$ cat src/design/nvic_pkg.sv
// NVIC shared types and constants

package nvic_pkg;

   // -------------------------------------------------------------------
   // sizes
   // -------------------------------------------------------------------

   // all 32 IRQ lines are always implemented
   localparam int NUM_IRQ  = 32;

   // active list width: IRQs plus SysTick, PendSV, SVCall, HardFault, NMI
   localparam int NUM_ACTV = NUM_IRQ + 5;

   // priority level, lower value is higher priority
   typedef logic [1:0] lvl_t;

   // exception vector number
   typedef logic [5:0] vec_t;

   // -------------------------------------------------------------------
   // vector numbers
   // -------------------------------------------------------------------

   localparam vec_t NMI_VEC  = 6'd2;
   localparam vec_t HDF_VEC  = 6'd3;
   localparam vec_t SVC_VEC  = 6'd11;
   localparam vec_t PSV_VEC  = 6'd14;
   localparam vec_t TCK_VEC  = 6'd15;
   // IRQ n sits at IRQ0_VEC + n
   localparam vec_t IRQ0_VEC = 6'd16;

   // -------------------------------------------------------------------
   // bundles
   // -------------------------------------------------------------------

   // one tournament entry, 9 bits
   typedef struct packed {
      logic en_pend;
      lvl_t lvl;
      vec_t vec;
   } cand_t;

   // raw pend bits from the register block
   typedef struct packed {
      logic               nmi;
      logic               hdf;
      logic               svc;
      logic               psv;
      logic               tck;
      logic [NUM_IRQ-1:0] irq;
   } pend_req_t;

   // programmed priorities, irq_lvl[n] belongs to IRQ n
   typedef struct packed {
      lvl_t               svc_lvl;
      lvl_t               psv_lvl;
      lvl_t               tck_lvl;
      lvl_t [NUM_IRQ-1:0] irq_lvl;
   } prio_cfg_t;

   // state forwarded from the core
   typedef struct packed {
      vec_t ipsr;
      // forwarded PRIMASK, not the registered copy
      logic primask_ex;
      logic nmi_active;
      logic hdf_active;
   } core_stat_t;

   // one-hot active list, nmi lands in bit 0 and IRQ n in bit 5+n
   typedef struct packed {
      logic [NUM_IRQ-1:0] irq;
      logic               tck;
      logic               psv;
      logic               svc;
      logic               hdf;
      logic               nmi;
   } actv_bits_t;

endpackage
$ cat src/design/nvic_main.sv
// NVIC prioritisation top level

`timescale 1ns/1ps

module nvic_main
   (input  logic                          sclk,
    input  logic                          hreset_n,
    // pend, enable and priority state from the register block
    input  nvic_pkg::pend_req_t           pend_i,
    input  logic [nvic_pkg::NUM_IRQ-1:0]  irq_en_i,
    input  nvic_pkg::prio_cfg_t           prio_i,
    // core state and debug masking
    input  nvic_pkg::core_stat_t          core_i,
    input  logic                          dbg_maskints_i,
    // results to the core
    output nvic_pkg::actv_bits_t          actv_bit_o,
    output logic                          svc_escalate_o,
    output logic                          int_pend_o,
    output nvic_pkg::vec_t                int_pend_num_o,
    output logic                          wfi_advance_o);

   // -------------------------------------------------------------------
   // active handler info into the selector
   // -------------------------------------------------------------------

   logic           int_actv;
   nvic_pkg::lvl_t int_actv_lvl;

   nvic_active_decode u_active
      (.sclk           (sclk),
       .hreset_n       (hreset_n),
       .core_i         (core_i),
       .prio_i         (prio_i),
       .actv_bit_o     (actv_bit_o),
       .int_actv_o     (int_actv),
       .int_actv_lvl_o (int_actv_lvl),
       .svc_escalate_o (svc_escalate_o));

   // tournament and final preempt decision
   nvic_pend_select u_select
      (.sclk           (sclk),
       .hreset_n       (hreset_n),
       .pend_i         (pend_i),
       .irq_en_i       (irq_en_i),
       .prio_i         (prio_i),
       .core_i         (core_i),
       .dbg_maskints_i (dbg_maskints_i),
       .int_actv_i     (int_actv),
       .int_actv_lvl_i (int_actv_lvl),
       .int_pend_o     (int_pend_o),
       .int_pend_num_o (int_pend_num_o),
       .wfi_advance_o  (wfi_advance_o));

endmodule

$ cat src/design/nvic_pend_select.sv
// NVIC pending selection and preemption

`timescale 1ns/1ps

module nvic_pend_select
   (input  logic                          sclk,
    input  logic                          hreset_n,
    input  nvic_pkg::pend_req_t           pend_i,
    input  logic [nvic_pkg::NUM_IRQ-1:0]  irq_en_i,
    input  nvic_pkg::prio_cfg_t           prio_i,
    input  nvic_pkg::core_stat_t          core_i,
    input  logic                          dbg_maskints_i,
    input  logic                          int_actv_i,
    input  nvic_pkg::lvl_t                int_actv_lvl_i,
    output logic                          int_pend_o,
    output nvic_pkg::vec_t                int_pend_num_o,
    output logic                          wfi_advance_o);

   nvic_pkg::cand_t [nvic_pkg::NUM_IRQ-1:0] irq_leaf;
   nvic_pkg::cand_t                         irq_win;
   nvic_pkg::cand_t [3:0]                   sys_leaf;
   nvic_pkg::cand_t                         tree_win;
   nvic_pkg::vec_t                          tree_num;
   logic                                    n_or_h;
   logic                                    nmi_preempt;
   logic                                    hdf_preempt;
   logic                                    lvl_ok;
   logic                                    tree_req;

   // -------------------------------------------------------------------
   // IRQ tournament
   // -------------------------------------------------------------------

   genvar n;
   generate
      for (n = 0; n < nvic_pkg::NUM_IRQ; n++)
      begin : g_leaf
         assign irq_leaf[n].en_pend = pend_i.irq[n] & irq_en_i[n];
         assign irq_leaf[n].lvl     = prio_i.irq_lvl[n];
         assign irq_leaf[n].vec     = nvic_pkg::vec_t'(nvic_pkg::IRQ0_VEC + n);
      end
   endgenerate

   nvic_pend_tree #(.NUM_LEAF(nvic_pkg::NUM_IRQ)) u_irq_tree
      (.sclk     (sclk),
       .hreset_n (hreset_n),
       .leaf_i   (irq_leaf),
       .win_o    (irq_win));

   // -------------------------------------------------------------------
   // system handlers plus IRQ winner
   // -------------------------------------------------------------------

   // debug masking hides everything but SVCall, an SVC must still be taken
   assign sys_leaf[0] = '{en_pend: pend_i.svc, lvl: prio_i.svc_lvl, vec: nvic_pkg::SVC_VEC};
   assign sys_leaf[1] = '{en_pend: pend_i.psv & ~dbg_maskints_i,
                          lvl:     prio_i.psv_lvl,
                          vec:     nvic_pkg::PSV_VEC};
   assign sys_leaf[2] = '{en_pend: pend_i.tck & ~dbg_maskints_i,
                          lvl:     prio_i.tck_lvl,
                          vec:     nvic_pkg::TCK_VEC};
   // IRQ winner goes last, it carries the highest vector numbers
   assign sys_leaf[3] = '{en_pend: irq_win.en_pend & ~dbg_maskints_i,
                          lvl:     irq_win.lvl,
                          vec:     irq_win.vec};

   nvic_pend_tree #(.NUM_LEAF(4)) u_sys_tree
      (.sclk     (sclk),
       .hreset_n (hreset_n),
       .leaf_i   (sys_leaf),
       .win_o    (tree_win));

   // vector reads as zero when the tree is empty
   assign tree_num = tree_win.vec & {6{tree_win.en_pend}};

   // -------------------------------------------------------------------
   // preemption
   // -------------------------------------------------------------------

   assign n_or_h = core_i.nmi_active | core_i.hdf_active;

   // NMI only blocks itself, HardFault is blocked by either
   assign nmi_preempt = pend_i.nmi & ~core_i.nmi_active;
   assign hdf_preempt = pend_i.hdf & ~n_or_h;

   // strictly higher priority needed, thread mode accepts anything
   assign lvl_ok   = (tree_win.lvl < int_actv_lvl_i) | ~int_actv_i;
   assign tree_req = tree_win.en_pend & lvl_ok & ~n_or_h;

   // PRIMASK holds off the exception but a sleeping WFI still wakes
   assign wfi_advance_o = tree_req | nmi_preempt | hdf_preempt;
   assign int_pend_o    = (tree_req & ~core_i.primask_ex) | nmi_preempt | hdf_preempt;

   assign int_pend_num_o = pend_i.nmi ? nvic_pkg::NMI_VEC :
                           pend_i.hdf ? nvic_pkg::HDF_VEC :
                                        tree_num;

   // request must always point at an implemented exception
   a_pend_vec_valid: assert property (@(posedge sclk) disable iff (!hreset_n)
      int_pend_o |-> ((int_pend_num_o == nvic_pkg::NMI_VEC) ||
                      (int_pend_num_o == nvic_pkg::HDF_VEC) ||
                      (int_pend_num_o == nvic_pkg::SVC_VEC) ||
                      (int_pend_num_o == nvic_pkg::PSV_VEC) ||
                      (int_pend_num_o == nvic_pkg::TCK_VEC) ||
                      ((int_pend_num_o >= nvic_pkg::IRQ0_VEC) &&
                       (int_pend_num_o < nvic_pkg::IRQ0_VEC + nvic_pkg::NUM_IRQ))));

endmodule

$ cat src/design/nvic_active_decode.sv
// NVIC active exception decode

`timescale 1ns/1ps

module nvic_active_decode
   (input  logic                   sclk,
    input  logic                   hreset_n,
    input  nvic_pkg::core_stat_t   core_i,
    input  nvic_pkg::prio_cfg_t    prio_i,
    output nvic_pkg::actv_bits_t   actv_bit_o,
    output logic                   int_actv_o,
    output nvic_pkg::lvl_t         int_actv_lvl_o,
    output logic                   svc_escalate_o);

   // -------------------------------------------------------------------
   // which handler is running
   // -------------------------------------------------------------------

   logic                          svc_actv;
   logic                          psv_actv;
   logic                          tck_actv;
   logic [nvic_pkg::NUM_IRQ-1:0]  irq_actv;
   // per-IRQ level bits gated by the active flag
   logic [nvic_pkg::NUM_IRQ-1:0]  irq_lvl_hi;
   logic [nvic_pkg::NUM_IRQ-1:0]  irq_lvl_lo;
   nvic_pkg::lvl_t                irq_actv_lvl;
   logic [nvic_pkg::NUM_ACTV-1:0] actv_flat;

   // system handlers are plain compares against ipsr
   assign svc_actv = (core_i.ipsr == nvic_pkg::SVC_VEC);
   assign psv_actv = (core_i.ipsr == nvic_pkg::PSV_VEC);
   assign tck_actv = (core_i.ipsr == nvic_pkg::TCK_VEC);

   genvar n;
   generate
      for (n = 0; n < nvic_pkg::NUM_IRQ; n++)
      begin : g_irq
         assign irq_actv[n]   = (core_i.ipsr == nvic_pkg::vec_t'(nvic_pkg::IRQ0_VEC + n));
         assign irq_lvl_hi[n] = irq_actv[n] & prio_i.irq_lvl[n][1];
         assign irq_lvl_lo[n] = irq_actv[n] & prio_i.irq_lvl[n][0];
      end
   endgenerate

   // at most one IRQ bit survives, so a plain OR picks its level
   assign irq_actv_lvl = {|irq_lvl_hi, |irq_lvl_lo};

   // -------------------------------------------------------------------
   // active level and list
   // -------------------------------------------------------------------

   // NMI and HardFault are not prioritisable and stay out of int_actv
   assign int_actv_o = (|irq_actv) | tck_actv | psv_actv | svc_actv;

   assign int_actv_lvl_o = irq_actv_lvl                           |
                           ({2{tck_actv}} & prio_i.tck_lvl)       |
                           ({2{psv_actv}} & prio_i.psv_lvl)       |
                           ({2{svc_actv}} & prio_i.svc_lvl);

   // core has already decoded NMI and HardFault for us
   assign actv_bit_o.nmi = core_i.nmi_active;
   assign actv_bit_o.hdf = core_i.hdf_active;
   assign actv_bit_o.svc = svc_actv;
   assign actv_bit_o.psv = psv_actv;
   assign actv_bit_o.tck = tck_actv;
   assign actv_bit_o.irq = irq_actv;

   // an SVC at or below the running priority cannot be taken
   assign svc_escalate_o = int_actv_o & (prio_i.svc_lvl >= int_actv_lvl_o);

   // -------------------------------------------------------------------
   // checks
   // -------------------------------------------------------------------

   assign actv_flat = actv_bit_o;

   // core flags and ipsr decode must never claim two handlers
   a_actv_onehot: assert property (@(posedge sclk) disable iff (!hreset_n)
      $onehot0(actv_flat));

endmodule

$ cat src/design/nvic_pend_tree.sv
// NVIC pending tournament tree

`timescale 1ns/1ps

module nvic_pend_tree
  #(parameter int NUM_LEAF = 32)
   (input  logic                             sclk,
    input  logic                             hreset_n,
    input  nvic_pkg::cand_t [NUM_LEAF-1:0]   leaf_i,
    output nvic_pkg::cand_t                  win_o);

   // number of compare stages
   localparam int LVLS = $clog2(NUM_LEAF);

   logic [NUM_LEAF-1:0] leaf_enp;

   // -------------------------------------------------------------------
   // pairwise node
   // -------------------------------------------------------------------

   // lo holds the lower vector number and wins all ties
   function automatic nvic_pkg::cand_t pick
      (input nvic_pkg::cand_t lo,
       input nvic_pkg::cand_t hi);
      logic sel_hi;
      begin
         // hi wins on a strictly better level, or when lo is idle
         sel_hi = (hi.en_pend & (hi.lvl < lo.lvl)) | ~lo.en_pend;
         pick   = sel_hi ? hi : lo;
      end
   endfunction

   // -------------------------------------------------------------------
   // tree
   // -------------------------------------------------------------------

   genvar l;
   genvar k;
   generate
      for (l = 0; l <= LVLS; l++)
      begin : g_lvl
         // stage l keeps half the survivors of stage l-1
         nvic_pkg::cand_t [(NUM_LEAF>>l)-1:0] cand;

         if (l == 0)
         begin : g_in
            assign cand = leaf_i;
         end
         else
         begin : g_cmp
            for (k = 0; k < (NUM_LEAF>>l); k++)
            begin : g_node
               assign cand[k] = pick(g_lvl[l-1].cand[2*k], g_lvl[l-1].cand[2*k+1]);
            end
         end
      end

      for (k = 0; k < NUM_LEAF; k++)
      begin : g_enp
         assign leaf_enp[k] = leaf_i[k].en_pend;
      end
   endgenerate

   assign win_o = g_lvl[LVLS].cand[0];

   // the tree reports a request exactly when one entered at a leaf
   a_win_has_leaf: assert property (@(posedge sclk) disable iff (!hreset_n)
      win_o.en_pend == (|leaf_enp));

endmodule

$ cat config.mk
export PLATFORM = sky130hd
export DESIGN_NAME = nvic_main
export DESIGN_NICKNAME = d
export VERILOG_FILES = /design/src/design/nvic_pkg.sv /design/src/design/nvic_main.sv /design/src/design/nvic_pend_select.sv /design/src/design/nvic_active_decode.sv /design/src/design/nvic_pend_tree.sv
export SDC_FILE = /design/constraint.sdc
export NUM_CORES = 1
export LEC_CHECK = 0
export ABC_AREA = 1
export BUFFER_PORTS_ARGS = -buffer_cell sky130_fd_sc_hd__buf_2
export CELL_PAD_IN_SITES_DETAIL_PLACEMENT = 1
export CELL_PAD_IN_SITES_GLOBAL_PLACEMENT = 2
export CORE_UTILIZATION = 21
export DETAILED_ROUTE_END_ITERATION = 16
export GPL_TIMING_DRIVEN = 0
export PLACE_DENSITY = 0.84
export SLEW_MARGIN = 20
export SYNTH_ARGS = -nofsm -noshare
export SYNTH_HDL_FRONTEND = slang
export SYNTH_SLANG_ARGS = --single-unit
export TNS_END_PERCENT = 20
$ cat constraint.sdc
create_clock -name vclk -period 11.1
set_clock_uncertainty 0.2 [all_clocks]
set_input_delay 2.22 -clock vclk [all_inputs]
set_output_delay 2.22 -clock vclk [all_outputs]
set_load 0.01 [all_outputs]
# Word-level counts from Yosys, hierarchy flattened
# Index checks and enable logic that the tools add are counted.
# classes
mux,36
bitwise,228
n_eq_ne,35
reduce_logical,3
magnitude_cmp,36
# ops
operator,n
9-bit two-way mux,34
1-bit bitwise AND,139
"6-bit by 5-bit == test with 1-bit output, second input constant",16
"6-bit == test, second input constant",16
32-bit OR reduction,3
2-bit < comparator,35
1-bit OR,43
1-bit NOT,39
"6-bit by 4-bit == test with 1-bit output, second input constant",3
6-bit two-way mux,2
2-bit bitwise AND,3
6-bit bitwise AND,1
2-bit OR,3
2-bit greater-or-equal comparator,1
# totals
output_inout_bits,46
inputBits,151
wordCells,338
register_bits,0

# Depth between registers and ports, before layout
# Gate-level depths: netlist of the first run.
# depth
ltp_word,35
mapped_depth,52
depth_no_buf,52

# Modules after synthesis
# A second synthesis of the first run with hierarchy kept.
# hier_totals
cells_unflattened,1236
area_unflattened_um2,6515.0
# modules_own_cells
module,seq_area_each_um2,area_per_inst_um2,cells_each,instances
nvic_pend_tree (u_select.u_irq_tree),0.0,4416.7,767,1
nvic_active_decode,0.0,1159.9,274,1
nvic_pend_tree (u_select.u_sys_tree),0.0,520.5,90,1
nvic_pend_select,0.0,417.9,105,1

# Worst setup path before layout of the first run
# Ideal clock, no wire load.
# synth_path
kind,in2out
startpoint,in prio_i[5] (netlist bit)
endpoint,out int_pend_o
arrival_time_ns,7.462
path_buffers,0
stages,48
slack_ns,1.218
required_ns,8.680
path_cell_list,inv_1 > ha_1 > nand2_1 > nand2_1 > nand2_1 > o21ai_0 > ha_1 > nand2_1 > nand2_1 > nand2_2 > nor2_1 > a21oi_1 > ha_1 > nand2_1 > nand2_1 > nand2_2 > inv_1 > o21ai_0 > [12 not listed] > o21ai_0 > ha_1 > nand2_2 > nand2_4 > nand2_4 > o21ai_0 > ha_1 > nand2_2 > nand2_4 > nand2_8 > nand2_1 > o21ai_0 > ha_1 > nand2_1 > nand2_1 > nand2_1 > nand3_1 > nand3_1
# synth_via
elab_chain_len,35
word_cells_on_any_way,44
cone_classes,order compare (8); mux (7); bitwise (28); reduce/logical (1)
# synth_rtl
item,line,text
from (decl),nvic_main.sv:11,"input nvic_pkg::prio_cfg_t prio_i,"
2-bit < comparator,nvic_pend_tree.sv:28,sel_hi = (hi.en_pend & (hi.lvl < lo.lvl)) | ~lo.en_pend;
1-bit bitwise AND,nvic_pend_tree.sv:28,
1-bit OR,nvic_pend_tree.sv:28,
9-bit two-way mux,nvic_pend_tree.sv:29,pick = sel_hi ? hi : lo;
2-bit < comparator,nvic_pend_tree.sv:28,
1-bit bitwise AND,nvic_pend_tree.sv:28,
1-bit OR,nvic_pend_tree.sv:28,
9-bit two-way mux,nvic_pend_tree.sv:29,
[17 not listed],-,
1-bit bitwise AND,nvic_pend_tree.sv:28,
1-bit OR,nvic_pend_tree.sv:28,
9-bit two-way mux,nvic_pend_tree.sv:29,
2-bit < comparator,nvic_pend_select.sv:87,assign lvl_ok = (tree_win.lvl < int_actv_lvl_i) | ~int_actv_i;
1-bit OR,nvic_pend_select.sv:87,
1-bit bitwise AND (*) (2 in a row),nvic_pend_select.sv:88,assign tree_req = tree_win.en_pend & lvl_ok & ~n_or_h;
1-bit bitwise AND (*),nvic_pend_select.sv:92,assign int_pend_o = (tree_req & ~core_i.primask_ex) | nmi_preempt | hdf_preempt;
1-bit OR (*) (2 in a row),nvic_pend_select.sv:92,
to (decl),nvic_main.sv:18,"output logic int_pend_o,"
# Every way passes the cells marked *; elsewhere a longest branch is shown, timed or not.

# Worst setup path in the final report of the first run
# layout_path
startpoint,in prio_i[1] (netlist bit)
endpoint,out int_pend_o
# The elaborated chain is that of the path after synthesis.

==> flow_summary.ini, run 1 <==
[timing]
relSlewSlack = 0.6172
worstMarginPinSlew_ns = 0.5742
setup_violations = 0
hold_viol = 0
fin_crit_ns = 10.48
slew_viol_final = 0
fin_tns_setup_ns = 0
finalCritPeriodShare = 0.9444
clock.fmax_ghz = 0.09539
fin_ws_ns = 0.6172

[setup_path]
critPathLaunchType = input pin
worstSetupPathType = in2out
cp_max_fo = 10
worstPathArrival_ns = 8.06
cpLargestDelayFamily = simple AND/OR/NAND/NOR gates
required_ns = 8.68
cp_common_cell = nand2_1
crit_buf_inv = 6
cp_slowest_cell = ha_1
slowest_delay_ns = 0.30
endpoint_kind = output pin

[layout]
regArea_sq_um = 0
seq_cell_count = 0
fin_nets = 1162
syn_to_final_growth_pct = 34.58
drive_gt1_frac = 0.2695
fin_util = 0.2913
clkbuf_count = 0
n_antenna_cell = 0

[pwr]
vdd_drop_max_mv = 0.04005
powerDensity_nw_per_um2 = 87.75
power_mw = 0.4452
leakagePower_nw = 3.130

[placement]
gp_congestion = 0.8649
port_buffers = 195
pre_cts_slack_ns = 0.05154
dp_hpwl_mm = 14.94

[logic_synthesis]
seq_area_frac_synth = 0
synth_cell_type_count = 35
muxShareOfSynthArea = 0
yosysWarnings = 0
synth_xor_area_frac = 0
yosys.area_share.simple = 0.5858
synthCells = 777
synth_fa_ha_area_frac = 0.1228
syn_area_sq_um = 3770
synth_top_family_by_area = simple AND/OR/NAND/NOR gates
avgSynthCellArea_sq_um = 4.852
synth_compound_area_frac = 0.1550
postSynthNetCount = 965

[drt]
wl_per_cell_um = 13.37
drt-pass1-iter-count = 4
vias = 5367
drcViolationCount = 0
first_iter_violations = 129
via_per_inst = 4.484
antenna_left = 0
drt-total-wl_mm = 16.01

[floorplanning]
die_w_um = 136.0
io_pins = 197
die-area_sq_um = 18490
start_util = 0.2165
die_y_um = 136.0
core_area_sq_um = 17420
rows = 48

[flow_run]
max_cap_violations = 0

[min_path]
min_path_type = in2out

[grt]
grt_pass1_vias = 5359
antenna_found_initial = 1
grt_max_degree = 11
grt_pass1_wl_mm = 25.55
grt_util_all_layers = 0.1707
overflow = 0

[status]
run_status = finished, final reports clean

[cts]
cts_setup_buffers = 0
[synth_stat cells]
cell type | count | area share
clkbuf_1 | 3 | 0.0030
a21o_1 | 1 | 0.0020
nand2_8 | 1 | 0.0053
inv_1 | 118 | 0.12
nor2_2 | 1 | 0.0017
o21a_1 | 1 | 0.0020
a221oi_1 | 8 | 0.019
o311ai_0 | 2 | 0.0046
inv_2 | 5 | 0.0050
o21ai_1 | 1 | 0.0013
clkinv_1 | 1 | 0.00099
nand4_1 | 9 | 0.015
a21boi_0 | 1 | 0.0020
a31oi_1 | 3 | 0.0050
a22o_1 | 3 | 0.0070
nand3_1 | 37 | 0.049
nand3b_1 | 10 | 0.020
o21ai_0 | 45 | 0.060
nand2_4 | 9 | 0.027
nand3_2 | 2 | 0.0053
nand2_1 | 304 | 0.30
buf_4 | 5 | 0.010
o2111ai_1 | 1 | 0.0023
nor3_1 | 6 | 0.0080
ha_1 | 37 | 0.12
a211oi_1 | 2 | 0.0040
o221ai_1 | 2 | 0.0046
nand2_2 | 27 | 0.045
a21oi_1 | 19 | 0.025
a2111oi_0 | 1 | 0.0023
o21ai_2 | 1 | 0.0023
o211ai_1 | 4 | 0.0080
nor4_1 | 4 | 0.0066
nor2_1 | 101 | 0.10
a22oi_1 | 2 | 0.0040
[timing repair]
item | in CTS | in global routing
gates resized for setup | 0 | 37
hold buffers | 0 | 0
setup endpoints to repair | 0 | 8
[report_power, final]
| part | switching [mW] | internal (mW) | leakage [nW] |
|---|---|---|---|
| clock network | 0 | 0 | 0 |
| registers | 0 | 0 | 0 |
| logic | 0.284 | 0.161 | 3.13 |
| total | 0.284 | 0.161 | 3.13 |
[routing by layer]
| layer | wire length (um) | track usage | up-vias |
|---|---|---|---|
| li1 | - | - | 2868 |
| met2 | 7112 | 0.2962 | 130 |
| met3 | 784 | 0.01230 | 0 |
| met1 | 8107 | 0.2414 | 2369 |
| met4 | 0 | 0.001852 | 0 |
| met5 | 0 | 0 | - |
[cell usage in the layout, fill, tap and decap left out, types with 3 or more instances in the layout]
cell and instances:
nand3_1 37, a221oi_1 8, o21ai_1 13, nand2_2 28, ha_1 37, nor4_1 4
inv_2 8, nand4_1 9, buf_2 195, a31oi_1 3, nor3_1 6, a21oi_1 17
buf_4 5, a22o_1 3, nor2_1 100, inv_1 115, o21ai_0 24, o211ai_1 4
o21ai_2 10, nand3b_1 10, nand2_1 303, clkbuf_1 3, nand2_4 9
[worst paths after layout]
check,start,to,slack (ns),cells past startpoint
max,prio_i[1],int_pend_o,0.62,54
min,pend_i[36],int_pend_num_o[0],4.51,3
[cell families (layout without fill, tap and decap cells)]
kind of cell | count (synthesis) | count (layout)
and+or+nand+nor | 511 | 511
buffers and inverters | 132 | 327
adders and majority gates | 37 | 37
AOI/OAI and AO/OA | 97 | 97
[metrics by stage]
| stage | cells | area, sq um | hold WS [ns] |
|---|---|---|---|
| CTS | 1197 | 5027 | 4.511 |
| detailed placement | 1197 | 5027 | 4.509 |
| global placement | 1197 | 5027 | 4.519 |
| global route | 1197 | 5074 | 4.531 |
| floorplan | 777 | 3770 | 4.288 |
| finish | 1197 | 5074 | 4.506 |
[tightest hold or removal path, cell delays in order]
cell	delay, ns
buf_2	0.10
nor2_1	0.04
buf_2	0.13
[area by class of cell]
type | instances | area [sq um]
Fill cell | 2492 | 12340
Inverter | 124 | 465.4
Multi-Input combinational cell | 645 | 3302
Buffer | 8 | 48.80
Tap cell | 225 | 281.5
Timing Repair Buffer | 195 | 975.9
Note: power is estimated with default switching activity, not from simulation.
==> inputs of run 2 (changes only) <==
--- a/config.mk
+++ b/config.mk
@@ -5,11 +5,11 @@
 export SDC_FILE = /design/constraint.sdc
 export NUM_CORES = 1
 export LEC_CHECK = 0
-export ABC_AREA = 1
 export BUFFER_PORTS_ARGS = -buffer_cell sky130_fd_sc_hd__buf_2
 export CELL_PAD_IN_SITES_DETAIL_PLACEMENT = 1
 export CELL_PAD_IN_SITES_GLOBAL_PLACEMENT = 2
-export CORE_UTILIZATION = 21
+export CORE_MARGIN = 8
+export CORE_UTILIZATION = 27
 export DETAILED_ROUTE_END_ITERATION = 16
 export GPL_TIMING_DRIVEN = 0
 export PLACE_DENSITY = 0.84
==> flow_summary.ini, run 2 <==
[grt]
grt_util_all_layers = 0.2033
grt_pass1_vias = 6857
antenna_found_initial = 3
grt_max_degree = 11
grt_pass1_wl_mm = 36.42
overflow = 0

[layout]
clkbuf_count = 0
regArea_sq_um = 0
fin_nets = 1104
drive_gt1_frac = 0.4147
syn_to_final_growth_pct = 45.64
fillers = 2242
layout.cells.most_common_list = 192 x buf_2, 70 x nor2_1, 63 x buf_4
seq_cell_count = 0
final_common_cell = buf_2

[timing]
slew_viol_final = 0
clock.fmax_ghz = 0.07888
worstMarginPinSlew_ns = 0.5736
finalCritPeriodShare = 1.142
setup_violations = 8
hold_ws_ns = 4.533
fin_ws_ns = -1.577
rsz0062_at_grt = yes
fin_crit_ns = 12.68
relSlewSlack = 0.6176
hold_viol = 0

[drt]
drcViolationCount = 0
drt-pass1-iter-count = 5
drt-total-wl_mm = 23.84
via_per_inst = 5.681
antenna_left = 0
vias = 6488
first_iter_violations = 272
wl_per_cell_um = 20.88

[logic_synthesis]
postSynthNetCount = 850
avgSynthCellArea_sq_um = 7.103
synth.area.top_cells = ha_1 9.8%, nor2_1 5.9%, o21ai_0 5.2%
yosys.area_share.simple = 0.2845
synth_most_common_cell = nor2_1
muxShareOfSynthArea = 0.06360
synthCells = 662
synth_xor_area_frac = 0
seq_area_frac_synth = 0
synth_top_family_by_area = compound AO/OA/AOI/OAI gates
syn_area_sq_um = 4702
synth_fa_ha_area_frac = 0.09846
synth_top_area_share = 0.09846
synth_compound_area_frac = 0.4920
yosysTopAreaCell = ha_1
post_synth_most_frequent_cells = 74 x nor2_1, 63 x nand2_1, 57 x inv_1, 49 x o21ai_0, 42 x a21oi_1
yosysWarnings = 0
synth_cell_type_count = 91

[pwr]
powerDensity_nw_per_um2 = 123.2
swShare = 0.5170
p_seq_frac = 0
p_clk_frac = 0
switchingPower_mw = 0.4363
power_mw = 0.8438
vdd_drop_max_mv = 0.07462
p_int_mw = 0.4075
pwr-share-comb = 1.000
leakagePower_nw = 3.127

[floorplanning]
die_w_um = 148.0
io_pins = 197
start_util = 0.2737
rows = 48
die_y_um = 148.0
die-area_sq_um = 21890
core_area_sq_um = 17180

[placement]
gp_congestion = 0.9052
pre_cts_slack_ns = -2.280
dp_hpwl_mm = 19.52
port_buffers = 194

[status]
violations = negative setup slack
run_status = complete, but fails checks

[min_path]
hp-start = core_i[1]
holdPathStages = 3
hold_path_end = int_pend_o
min_path_type = in2out

[setup_path]
endpoint_kind = output pin
crit_buf_inv = 6
critPathLaunchType = input pin
worstPathArrival_ns = 10.26
cpLargestDelayFamily = compound AO/OA/AOI/OAI gates
slowest_delay_ns = 0.55
cp_max_fo = 4
cp_slowest_cell = or4b_4
worstSetupPathType = in2out
required_ns = 8.68

[cts]
postCtsHoldBufs = 0

[flow_run]
max_cap_violations = 0
## run 2: how the worst max path moves through the flow
| stage | start | endpoint | depth (start not counted) |
|---|---|---|---|
| 4_1_cts | prio_i[39] | int_pend_o | 44 |
| 2_1_floorplan | prio_i[37] | int_pend_o | 42 |
| 5_1_grt | prio_i[41] | wfi_advance_o | 43 |
| 6_report | prio_i[39] | int_pend_o | 44 |
| 3_3_place_gp | prio_i[5] | int_pend_o | 43 |
| 3_5_place_dp | prio_i[5] | int_pend_o | 43 |
## run 2: power groups by stage
stage                     Combinational, mW    Clock (mW)  Sequential [mW]
after floorplan                       0.427             0                0
after CTS                             0.780             0                0
after detailed placement              0.587             0                0
after global routing                  0.901  0.0000000362                0
final                                 0.844  0.0000000362                0
after global placement                0.579             0                0
## run 2: cells by family after synthesis
family	Yosys count
AOI/OAI and AO/OA	286
adders and majority gates	37
buffers and inverters	72
muxes	29
and+or+nand+nor	238
## run 2: tightest hold or removal path, cell delays in order
cell and delay (ns):
buf_2 0.11, nor3_2 0.04, buf_2 0.13
## run 2: area by class of cell
cell class	count	area, sq um	share of cell area
repair buffers	252	1426	0.2083
well taps	225	281.5	0.04111
multi-input cells	590	4841	0.7069
plain buffers	15	75.07	0.01096
inverters	57	216.5	0.03161
diodes	3	7.507	0.001096
## run 2: per-stage QoR
stage	TNS (ns)	cell area (sq um)	util	cells
global placement	-13.87	6083	0.3542	1081
CTS	-7.601	6749	0.3929	1135
global route	-12.25	6848	0.3987	1142
detailed placement	-14.58	6083	0.3542	1081
floorplan	-4.958	4831	-	662
finish	-10.14	6848	0.3987	1142
## run 2: routing by layer
| layer | part of all wire | GRT usage | vias to the layer above |
|---|---|---|---|
| li1 | - | - | 3126 |
| met1 | 0.43 | 0.2471 | 3103 |
| met2 | 0.48 | 0.3589 | 210 |
| met3 | 0.051 | 0.02446 | 49 |
| met4 | 0.036 | 0.07343 | 0 |
| met5 | 0 | 0 | - |
## run 2: timing repair
item                                    CTS  global route
gates resized for setup                  53            15
endpoints found under the hold margin     0             0
pin swaps                                34            10
setup buffers                            54             4
endpoints found under the setup margin    8             8
==> inputs of run 3 (changes only) <==
--- a/config.mk
+++ b/config.mk
@@ -9,10 +9,10 @@
 export CELL_PAD_IN_SITES_DETAIL_PLACEMENT = 1
 export CELL_PAD_IN_SITES_GLOBAL_PLACEMENT = 2
 export CORE_MARGIN = 8
-export CORE_UTILIZATION = 27
+export CORE_UTILIZATION = 29
 export DETAILED_ROUTE_END_ITERATION = 16
 export GPL_TIMING_DRIVEN = 0
-export PLACE_DENSITY = 0.84
+export PLACE_DENSITY = 0.9
 export SLEW_MARGIN = 20
 export SYNTH_ARGS = -nofsm -noshare
 export SYNTH_HDL_FRONTEND = slang
==> constraint.sdc (replaced) <==
create_clock -name vclk -period 16.1
set_clock_uncertainty 0.2 [all_clocks]
set_input_delay 3.22 -clock vclk [all_inputs]
set_output_delay 3.22 -clock vclk [all_outputs]
set_load 0.01 [all_outputs]
==> flow_summary.ini, run 3 (synthesis results as in run 2) <==
[pwr]
p_clk_frac = 0
powerDensity_nw_per_um2 = 67.06
switchingPower_mw = 0.2326
p_seq_frac = 0
swShare = 0.5733
leakagePower_nw = 2.815
pwr-share-comb = 1.000
power_mw = 0.4057
p_int_mw = 0.1731
vdd_drop_max_mv = 0.05103

[timing]
finalCritPeriodShare = 0.9642
slew_viol_final = 0
worstMarginPinSlew_ns = 0.5362
setup_violations = 0
fin_crit_ns = 15.52
relSlewSlack = 0.6387
hold_ws_ns = 6.521
clock.fmax_ghz = 0.06442
hold_viol = 0

[layout]
fillers = 2097
fin_nets = 1050
clkbuf_count = 0
seq_cell_count = 0
layout.cells.most_common_list = 194 x buf_2, 73 x nor2_1, 63 x nand2_1
regArea_sq_um = 0
final_common_cell = buf_2
drive_gt1_frac = 0.3209
n_antenna_cell = 0
syn_to_final_growth_pct = 28.66

[setup_path]
endpoint_kind = output pin
worstPathArrival_ns = 12.10
cp_common_cell = ha_1
worstSetupPathType = in2out
critPathLaunchType = input pin
slowest_delay_ns = 0.52
required_ns = 12.68
cp_slowest_cell = or4b_1
cp_max_fo = 7

[drt]
drt-total-wl_mm = 21.86
antenna_left = 0
wl_per_cell_um = 20.32
first_iter_violations = 300
drt-pass1-iter-count = 5
vias = 6074
drcViolationCount = 0
via_per_inst = 5.645

[grt]
grt_pass1_vias = 6329
antenna_found_initial = 0
grt_max_degree = 11
overflow = 0
grt_util_all_layers = 0.1997
grt_pass1_wl_mm = 33.09

[placement]
dp_hpwl_mm = 19.51
port_buffers = 194
gp_congestion = 0.9082

[min_path]
holdPathStages = 3
min_path_type = in2out

[floorplanning]
die_w_um = 143.3
rows = 46
io_pins = 197
die-area_sq_um = 20540
die_y_um = 143.3
core_area_sq_um = 15890
start_util = 0.2960

[cts]
postCtsHoldBufs = 0

[status]
run_status = finished, final reports clean

[flow_run]
max_cap_violations = 0
## run 3: cell types whose count changed in the layout (fill, tap and decap cells not counted), sizes merged
cell	before	now
buf	257	203
diode	3	0
## run 3: layer usage
| metal | routed length, um | GRT usage | vias up | part of all wire |
|---|---|---|---|---|
| met4 | 396 | 0.02822 | 0 | 0.018 |
| met3 | 1093 | 0.01659 | 19 | 0.050 |
| met1 | 9528 | 0.2498 | 2892 | 0.44 |
| met2 | 10840 | 0.3696 | 141 | 0.50 |
| li1 | - | - | 3022 | - |
| met5 | 0 | 0 | - | 0 |
## run 3: repair_timing
item,in CTS,in global routing
gates resized for setup,1,18
pin swaps,0,4
setup endpoints to repair,2,3
buffers inserted,0,4
## run 3: path summary, 6_finish.rpt
check / slack, ns / endpoint / start
worst min-delay path: 6.52 / int_pend_o / core_i[1]
worst max-delay path: 0.58 / int_pend_o / prio_i[37]
## run 3: metrics by stage
stage | worst slack (ns) | area, sq um | cells | setup TNS (ns) | utilization
2_1_floorplan | 1.455 | 4702 | 662 | 0 | -
3_3_place_gp | 0.1074 | 5943 | 1072 | 0 | 0.3741
3_5_place_dp | -0.02517 | 5943 | 1072 | -0.02517 | 0.3741
4_1_cts | 0.06249 | 5948 | 1072 | 0 | 0.3744
5_1_grt | -0.02967 | 6050 | 1076 | -0.02967 | 0.3808
6_report | 0.5760 | 6050 | 1076 | 0 | 0.3808
## run 3: power groups by stage
stage / logic, mW / clock network, mW / registers (mW)
CTS: 0.380 / 0 / 0
finish: 0.406 / 0 / 0
global route: 0.441 / 0 / 0
detailed placement: 0.377 / 0 / 0
global placement: 0.372 / 0 / 0
floorplan: 0.267 / 0 / 0
## run 3: worst max-delay path, delay by kind of cell
family                   cells  cell delay, ns
multiplexers                 2            0.55
buffers and inverters        6            0.54
AO/OA/AOI/OAI               20            4.15
AND/OR/NAND/NOR              8            1.74
adder cells (fa/ha/maj)      8            1.90
## run 3: cell type report
| class | count | area, sq um | share of cell area |
|---|---|---|---|
| multi-input cells | 590 | 4489 | 0.7421 |
| repair buffers | 198 | 1001 | 0.1655 |
| inverters | 57 | 214.0 | 0.03537 |
| well taps | 216 | 270.3 | 0.04467 |
| plain buffers | 15 | 75.07 | 0.01241 |
